**src/rvIsaPkg.sv**
```systemverilog
package rvIsaPkg;

    // Major opcodes
    localparam logic [6:0] OpReg    = 7'b0110011;
    localparam logic [6:0] OpImm    = 7'b0010011;
    localparam logic [6:0] OpLoad   = 7'b0000011;
    localparam logic [6:0] OpStore  = 7'b0100011;
    localparam logic [6:0] OpBranch = 7'b1100011;
    localparam logic [6:0] OpJal    = 7'b1101111;
    localparam logic [6:0] OpJalr   = 7'b1100111;

    // ALU funct3 codes, shared by register and immediate forms
    localparam logic [2:0] F3Add  = 3'b000;
    localparam logic [2:0] F3Sll  = 3'b001;
    localparam logic [2:0] F3Slt  = 3'b010;
    localparam logic [2:0] F3Sltu = 3'b011;
    localparam logic [2:0] F3Xor  = 3'b100;
    localparam logic [2:0] F3Srl  = 3'b101;
    localparam logic [2:0] F3Or   = 3'b110;
    localparam logic [2:0] F3And  = 3'b111;

    // Branch funct3 codes
    localparam logic [2:0] F3Beq  = 3'b000;
    localparam logic [2:0] F3Bne  = 3'b001;
    localparam logic [2:0] F3Blt  = 3'b100;
    localparam logic [2:0] F3Bge  = 3'b101;
    localparam logic [2:0] F3Bltu = 3'b110;
    localparam logic [2:0] F3Bgeu = 3'b111;

    localparam logic [6:0] Funct7Alt = 7'b0100000; // SUB, SRA, SRAI

    typedef struct packed {
        logic [6:0] funct7;
        logic [4:0] rs2;
        logic [4:0] rs1;
        logic [2:0] funct3;
        logic [4:0] rd;
        logic [6:0] opcode;
    } instrFields;

endpackage

```
**src/rvCorePkg.sv**
```systemverilog
package rvCorePkg;

    localparam int Xlen        = 32;
    localparam int MemWords    = 256;
    localparam int MemAddrBits = $clog2(MemWords); // Word index width

    typedef enum logic [1:0] {
        Fetch,
        Decode,
        Execute,
        Writeback
    } phaseT;

    typedef enum logic [3:0] {
        AluAdd,
        AluSub,
        AluAnd,
        AluOr,
        AluXor,
        AluSlt,
        AluSltu,
        AluSll,
        AluSrl,
        AluSra
    } aluOpT;

    typedef enum logic {SrcAPc, SrcARs1} srcASelT;

    typedef enum logic [1:0] {SrcBRs2, SrcBImm, SrcBFour} srcBSelT;

    typedef enum logic [1:0] {ImmI, ImmS, ImmB, ImmJ} immKindT;

    typedef enum logic [1:0] {WbAlu, WbMem, WbPc4} wbSelT;

    typedef struct packed {
        logic    irLoad;
        logic    pcWrite;
        logic    pcFromAlu; // Target instead of pc+4
        srcASelT srcA;
        srcBSelT srcB;
        aluOpT   aluOp;
        immKindT immKind;
        logic    regWrite;
        logic    memWrite;
        wbSelT   wbSel;
        logic    commit;
    } ctrlWord;

    typedef struct packed {
        logic            valid;
        logic [Xlen-1:0] pc;
        logic            rdWrite;
        logic [4:0]      rd;
        logic [Xlen-1:0] rdData;
        logic            memWrite;
        logic [Xlen-1:0] memAddr;
    } commitInfo;

endpackage

```
**src/rvExecute.sv**
```systemverilog
`timescale 1ns/100ps

module rvExecute (
    input  logic                          clk,
    input  logic                          reset,
    input  rvCorePkg::ctrlWord            ctrl,
    input  rvIsaPkg::instrFields          instr,
    input  logic [rvCorePkg::Xlen-1:0]    pc,
    input  logic [rvCorePkg::Xlen-1:0]    imm,
    input  logic [rvCorePkg::Xlen-1:0]    rs1Data,
    input  logic [rvCorePkg::Xlen-1:0]    rs2Data,
    input  logic [rvCorePkg::Xlen-1:0]    memData,
    output logic                          branchTaken,
    output logic [rvCorePkg::Xlen-1:0]    result,
    output logic [rvCorePkg::Xlen-1:0]    storeData,
    output logic [rvCorePkg::Xlen-1:0]    wbData,
    output rvCorePkg::commitInfo          commit
);
    import rvIsaPkg::*;
    import rvCorePkg::*;

    logic [Xlen-1:0] rs1Reg;
    logic [Xlen-1:0] rs2Reg;
    logic [Xlen-1:0] immReg;
    logic [Xlen-1:0] aluA;
    logic [Xlen-1:0] aluB;
    logic [Xlen-1:0] aluOut;
    logic [Xlen-1:0] pcPlus4;
    logic            rdWrite;

    // IR and register file hold still from Decode until the end of Writeback,
    // so these operands settle in Decode and keep their value afterwards
    always_ff @(posedge clk) begin
        rs1Reg <= rs1Data;
        rs2Reg <= rs2Data;
        immReg <= imm;
    end

    always_ff @(posedge clk) begin
        if (reset) begin
            result <= '0;
        end else begin
            result <= aluOut; // Valid from Writeback on
        end
    end

    assign aluA = (ctrl.srcA == SrcAPc) ? pc : rs1Reg;

    always_comb begin
        case (ctrl.srcB)
            SrcBRs2: aluB = rs2Reg;
            SrcBImm: aluB = immReg;
            default: aluB = 32'd4;
        endcase
    end

    always_comb begin
        case (ctrl.aluOp)
            AluSub:  aluOut = aluA - aluB;
            AluAnd:  aluOut = aluA & aluB;
            AluOr:   aluOut = aluA | aluB;
            AluXor:  aluOut = aluA ^ aluB;
            AluSlt:  aluOut = {{(Xlen-1){1'b0}}, $signed(aluA) < $signed(aluB)};
            AluSltu: aluOut = {{(Xlen-1){1'b0}}, aluA < aluB};
            AluSll:  aluOut = aluA << aluB[4:0];
            AluSrl:  aluOut = aluA >> aluB[4:0];
            AluSra:  aluOut = $signed(aluA) >>> aluB[4:0];
            default: aluOut = aluA + aluB;
        endcase
    end

    always_comb begin
        case (instr.funct3)
            F3Beq:   branchTaken = (rs1Reg == rs2Reg);
            F3Bne:   branchTaken = (rs1Reg != rs2Reg);
            F3Blt:   branchTaken = ($signed(rs1Reg) < $signed(rs2Reg));
            F3Bge:   branchTaken = ($signed(rs1Reg) >= $signed(rs2Reg));
            F3Bltu:  branchTaken = (rs1Reg < rs2Reg);
            F3Bgeu:  branchTaken = (rs1Reg >= rs2Reg);
            default: branchTaken = 1'b0;
        endcase
    end

    assign storeData = rs2Reg;
    assign pcPlus4   = pc + 32'd4;

    always_comb begin
        case (ctrl.wbSel)
            WbMem:   wbData = memData;
            WbPc4:   wbData = pcPlus4; // Link address
            default: wbData = result;
        endcase
    end

    assign rdWrite = ctrl.regWrite && (instr.rd != 5'd0); // x0 writes are dropped

    always_comb begin
        commit          = '0;
        commit.valid    = ctrl.commit;
        commit.pc       = pc;
        commit.rdWrite  = rdWrite;
        commit.rd       = rdWrite ? instr.rd : 5'd0;
        commit.rdData   = rdWrite ? wbData : '0;
        commit.memWrite = ctrl.memWrite;
        commit.memAddr  = ctrl.memWrite ? result : '0;
    end

endmodule

```
**config.mk**
```make
export PLATFORM = sky130hd
export DESIGN_NAME = rvExecute
export DESIGN_NICKNAME = d
export VERILOG_FILES = /design/src/rvIsaPkg.sv /design/src/rvCorePkg.sv /design/src/rvExecute.sv
export SDC_FILE = /design/constraint.sdc
export NUM_CORES = 1
export LEC_CHECK = 0
export BUFFER_PORTS_ARGS = -buffer_cell sky130_fd_sc_hd__buf_2
export CAP_MARGIN = 20
export CORE_ASPECT_RATIO = 0.7
export CORE_MARGIN = 3
export CORE_UTILIZATION = 40
export CTS_CLUSTER_SIZE = 12
export DETAILED_ROUTE_END_ITERATION = 12
export GPL_TIMING_DRIVEN = 1
export PLACE_DENSITY = 0.6
export REMOVE_ABC_BUFFERS = 1
export SYNTH_ARGS = -nofsm -noshare
export SYNTH_HDL_FRONTEND = slang
export SYNTH_SLANG_ARGS = --single-unit
```
**constraint.sdc**
```tcl
create_clock -name clk -period 5.05 [get_ports clk]
set_clock_uncertainty 0.1 [all_clocks]
set_input_delay 1.01 -clock clk [delete_from_list [all_inputs] [get_ports clk]]
set_output_delay 1.01 -clock clk [all_outputs]
set_load 0.005 [all_outputs]
```
Word level (Yosys, flattened, before mapping)
Cells that the tools add are included.
{"block": "word_totals", "ram_bits": 0, "in_bits": 211, "latchBits": 0, "ff_bits": 128, "wordCells": 50, "memories": 0, "rom_bits": 0}
{"block": "classes", "div": 0, "n_bitwise": 3, "reduce_logical": 4, "order_cmp": 6, "eq_ne": 19, "muxes": 8, "multipliers": 0, "add_sub_neg": 3, "n_shift": 3}
{"operator": "32-bit case mux with 9 select lines", "count": 1}
{"operator": "32-bit less-than comparator", "count": 4}
{"operator": "32-bit case mux with 2 select lines", "count": 2}
{"operator": "32-bit two-way mux", "count": 3}
{"operator": "32-bit >= comparator", "count": 2}
{"operator": "32-bit by 3-bit adder with 32-bit output, second input constant", "count": 1}
{"operator": "32-bit adder", "count": 1}
{"operator": "32-bit bitwise AND", "count": 1}
{"operator": "32-bit == test", "count": 1}
{"operator": "32-bit inequality test", "count": 1}
{"operator": "32-bit bitwise OR", "count": 1}
{"operator": "32-bit by 5-bit left shift with 32-bit output", "count": 1}
{"operator": "32-bit by 5-bit right shift with 32-bit output", "count": 1}
{"operator": "32-bit by 5-bit >>> shifter with 32-bit output", "count": 1}
{"operator": "32-bit subtractor", "count": 1}
{"operator": "32-bit bitwise XOR", "count": 1}
{"operator": "4-bit by 3-bit == test with 1-bit output, second input constant", "count": 4}
{"operator": "3-bit == test, second input constant", "count": 4}
{"operator": "4-bit by 2-bit == test with 1-bit output, second input constant", "count": 2}
{"operator": "4-bit == test, second input constant", "count": 2}
{"operator": "1-bit case mux with 6 select lines", "count": 1}
{"operator": "5-bit two-way mux", "count": 1}
{"operator": "5-bit nonzero test", "count": 1}
{"operator": "2-bit by 1-bit == test with 1-bit output, second input constant", "count": 2}
{"operator": "other kinds (6)", "count": 6}

Logic depth before layout (Yosys ltp)
{"block": "logic_depth", "depth_word": 4, "ltp_mapped": 18, "ltp_nobuf": 15}

Least setup slack after synthesis
OpenSTA, ideal clock, no wires.
{"block": "synth_timing", "kind": "input -> register", "start": "input port ctrl[11] in the netlist's numbering", "end": "register result[20] in the netlist's numbering", "path_stages": 16, "setup_time_ns": 0.137, "arrival_time_ns": 4.500, "required_time_ns": 4.813, "path_slack_ns": 0.312, "cell_sequence": "buf_6 buf_2 buf_1 mux2i_1 or2_2 ha_1 clkbuf_1 or3_1 nor4b_1 o211ai_1 nand3_1 a31oi_1 o311a_1 a221o_1 nand2_1 a41oi_2"}
{"block": "synth_via", "elab_chain_cells": 4, "word_cells_on_any_way": 12, "classes_between": "2 x add/sub; 1 x eq/ne; 3 x shift; 2 x mux; 3 x bitwise; 1 x reduce/logical"}
{"item": "from (decl)", "line_no": "rvExecute.sv:6", "source": "input rvCorePkg::ctrlWord ctrl,"}
{"item": "2-bit by 1-bit == test with 1-bit output / 2-bit zero test (equally long branches)", "line_no": "rvExecute.sv:50", "source": "case (ctrl.srcB)"}
{"item": "32-bit case mux with 2 select lines (*)", "line_no": "rvExecute.sv:50"}
{"item": "32-bit adder, or another cell as far along", "line_no": "rvExecute.sv:68", "source": "default: aluOut = aluA + aluB;"}
{"item": "32-bit case mux with 9 select lines (*)", "line_no": "rvExecute.sv:58", "source": "case (ctrl.aluOp)"}
{"item": "to (signal assigned)", "line_no": "rvExecute.sv:43", "source": "result <= aluOut;"}
{"item": "to (decl)", "line_no": "rvExecute.sv:14", "source": "output logic [rvCorePkg::Xlen-1:0] result,"}
Every way passes the cells marked *; elsewhere a longest branch is shown, timed or not.
A chain may end at the register's enable or synchronous reset.

Worst setup path in the final report
{"block": "layout_timing", "start": "register rs2Reg[17] (netlist: storeData[17])", "end": "output port branchTaken"}
{"block": "layout_via", "elab_chain_cells": 2, "word_cells_on_any_way": 7, "classes_between": "4 x order compare; 2 x eq/ne; 1 x mux"}
{"item": "from (decl)", "line_no": "rvExecute.sv:23", "source": "logic [Xlen-1:0] rs2Reg;"}
{"item": "from (signal assigned)", "line_no": "rvExecute.sv:35", "source": "rs2Reg <= rs2Data;"}
{"item": "32-bit >= comparator, or another cell as far along", "line_no": "rvExecute.sv:79", "source": "F3Bgeu: branchTaken = (rs1Reg >= rs2Reg);"}
{"item": "1-bit case mux with 6 select lines (*)", "line_no": "rvExecute.sv:73", "source": "case (instr.funct3)"}
{"item": "to (decl)", "line_no": "rvExecute.sv:13", "source": "output logic branchTaken,"}
Marks and branches as above.

==> qor.csv <==
stage;metric;value;unit
run_status;status;completed;
placed_design;placed_area;18500;um^2
cts;clockBufferDepth;2;
die;fp-row-count;59;
critical_path;ff2ff_path_depth;18;
die;num_io_pins;412;
placed_design;place_hpwl;60460;um
critical_path;reg2reg_from;storeData[0];
finish;fin_area;19100;um^2
finish;final_cell_mix;380 x buf_2, 199 x buf_4, 151 x a21oi_1;
cts;ctsResizeCount;0;
global_routing;grt_util_all_layers;0.3602;
finish;drive_gt1_frac;0.3057;
cts;cts_buffers;17;
sta;worst_pin_slew;1061;ps
global_routing;grt_max_degree;64;
pwr;power.density;248.1;nW/um^2
run;max_cap_violations;0;
global_routing;grt_remaining_overflow;0;
sta;slew_headroom;0.2930;
placed_design;dp_slack;75.46;ps
die;start_util;0.4085;
synth;syn_inst;2060;
global_routing;grt_pass1_wl;109400;um
synth;synthArstFlopShare;0;
synth;syn_area_per_cell;7.437;um^2
die;die_w;239.9;um
die;die-area;40730;um^2
cts;cts_tree;built;
sta;min_period_over_period;0.9406;
sta;rsz0062_at_grt;false;
synth;ys_seq_elements;128;
finish;fillers;3740;
die;die_height;169.7;um
synth;synth.distinct_cells;94;
sta;hold_viol;0;
sta;fin_hold_ws;545.9;ps
cts;htree_num_levels;4;
cts;numClockSinks;128;
critical_path;path_max_fanout;3;
sta;finalSetupViolCount;0;
synth;synth_ff_type;dfxtp_1;
critical_path;required;3940;ps
hold_path;holdPathEnd;storeData[13];
cts;insertion_delay;460;ps
synth;seq_area_frac_synth;0.1673;
routing;drc;0;
critical_path;worstPathArrival;3640;ps
global_routing;antenna_found_initial;6;
sta;finalSetupTns;0;ps
cts;cts_setup_buffers;0;
synth;netlist_area;15320;um^2
cts;clockRootBuffer;clkbuf_16;
critical_path;rrSetupSlack;840;ps
hold_path;hold_start;rs2Data[13];
cts;holdBufCountCts;0;
routing;drt_iter0_markers;2166;
pwr;leakage;9.193;nW
finish;final_common_cell;buf_2;
routing;dr.pass1.iters;6;
placed_design;place_congestion;0.9954;
die;coreArea;37500;um^2
critical_path;crit_path_end_kind;primary output;
sta;setup_slack;300.0;ps
pwr;power;4.739;mW
critical_path;path_class;register to primary output;
routing;wirelength;75750;um
global_routing;grt_pass1_vias;16840;
sta;fmax;210.5;MHz
routing;vias_per_cell;6.039;
placed_design;io_buffers;380;
critical_path;start_kind;register;
routing;num_vias;17980;
sta;post-route-min-period;4750;ps
synth;synth-edff-count;0;
synth;yosysWarnings;0;
finish;syn2layout_area_growth;24.67;%
hold_path;hold_depth;1;
pwr;ir_drop;0.2487;mV
routing;routedWlPerCell;25.44;um
critical_path;r2r_end;result[30];
hold_path;hp-class;input pin to register;
routing;postRouteAntennaNets;0;
sta;slew_viol_final;0;
finish;nets;2821;
cts;clk_transition_reported_paths;70;ps
## how the worst max path moves through the flow
stage | start | cells after the start | to | slack (ps)
final | storeData[17] | 13 | branchTaken | 300
after global routing | storeData[17] | 13 | branchTaken | 90
after CTS | storeData[17] | 13 | branchTaken | 290
after detailed placement | ctrl[11] | 16 | result[30] | 80
after global placement | ctrl[11] | 16 | result[30] | -140
after floorplan | ctrl[11] | 13 | result[26] | -1280
## layout make-up
cell class                      count  area, um^2  share of cell area
Multi-Input combinational cell   1608       11320              0.5926
Timing Repair Buffer              584        3496              0.1830
Sequential cell                   128        2562              0.1342
Tap cell                          488       610.6             0.03197
Inverter                          137       514.2             0.02692
Clock buffer                       18       429.2             0.02247
Clock inverter                     14       167.7            0.008778
Antenna cell                        1       2.502           0.0001310
## per-layer routing
layer  up-vias  track usage  share of wire
met5         -            0        0.00049
met4         6      0.07624          0.017
met3        87       0.1199           0.13
met2      1075       0.4835           0.38
met1      8553       0.5474           0.47
li1       8262            -              -
## worst max-delay path: stages, from the launching register on
cell	delay [ps]
dfxtp_1	350
inv_1	50
ha_1	320
a21o_1	190
a21o_1	170
a21oi_1	120
o21ai_0	230
a2111oi_0	580
a31oi_1	150
buf_4	180
nor2_1	190
mux2i_1	120
a221oi_1	350
buf_2	180
## cell usage after synthesis (26+ instances only)
cell | instances | area (um^2)
a21o_1 | 35 | 262.8
nand2_1 | 139 | 521.8
buf_4 | 37 | 277.8
ha_1 | 132 | 1652
a211oi_1 | 34 | 255.2
a21oi_1 | 151 | 755.7
mux2i_1 | 88 | 880.8
xnor2_1 | 30 | 262.8
and2_1 | 80 | 500.5
buf_2 | 42 | 210.2
nor2_1 | 137 | 514.2
clkbuf_1 | 85 | 319.1
inv_1 | 126 | 473.0
o21ai_1 | 26 | 130.1
nor3_1 | 44 | 220.2
o211ai_1 | 47 | 352.8
o21ai_0 | 148 | 740.7
nand3_1 | 40 | 200.2
dfxtp_1 | 128 | 2562
a22oi_1 | 33 | 247.7
mux2_2 | 45 | 506.7
or2_2 | 36 | 225.2
## where the power goes
group          switching (mW)  internal [mW]  total, mW
Clock                   0.577          0.744       1.32
Combinational            1.35          0.921       2.27
Sequential             0.0634           1.09       1.15
Total                    1.99           2.75       4.74
## per-stage QoR
stage / util / std cells
floorplan: - / 1873
global placement: 0.4934 / 2945
detailed placement: 0.4934 / 2945
CTS: 0.5093 / 2977
global route: 0.5093 / 2977
finish: 0.5093 / 2978
## sequential cells by signal, summed over array words and instances, names as in the netlist
register   cells
result        32
immReg        32
storeData     32
rs1Reg        32
## kinds of logic after synthesis
group / count (synthesis) / synth area share
buffers and inverters: 324 / 0.09579
adder cells (fa/ha/maj): 134 / 0.1104
multiplexers: 151 / 0.1106
AO/OA/AOI/OAI: 699 / 0.3017
AND/OR/NAND/NOR: 579 / 0.1886
flip-flops: 128 / 0.1673
XOR/XNOR: 45 / 0.02572
Power figures use the tool's default switching activity.
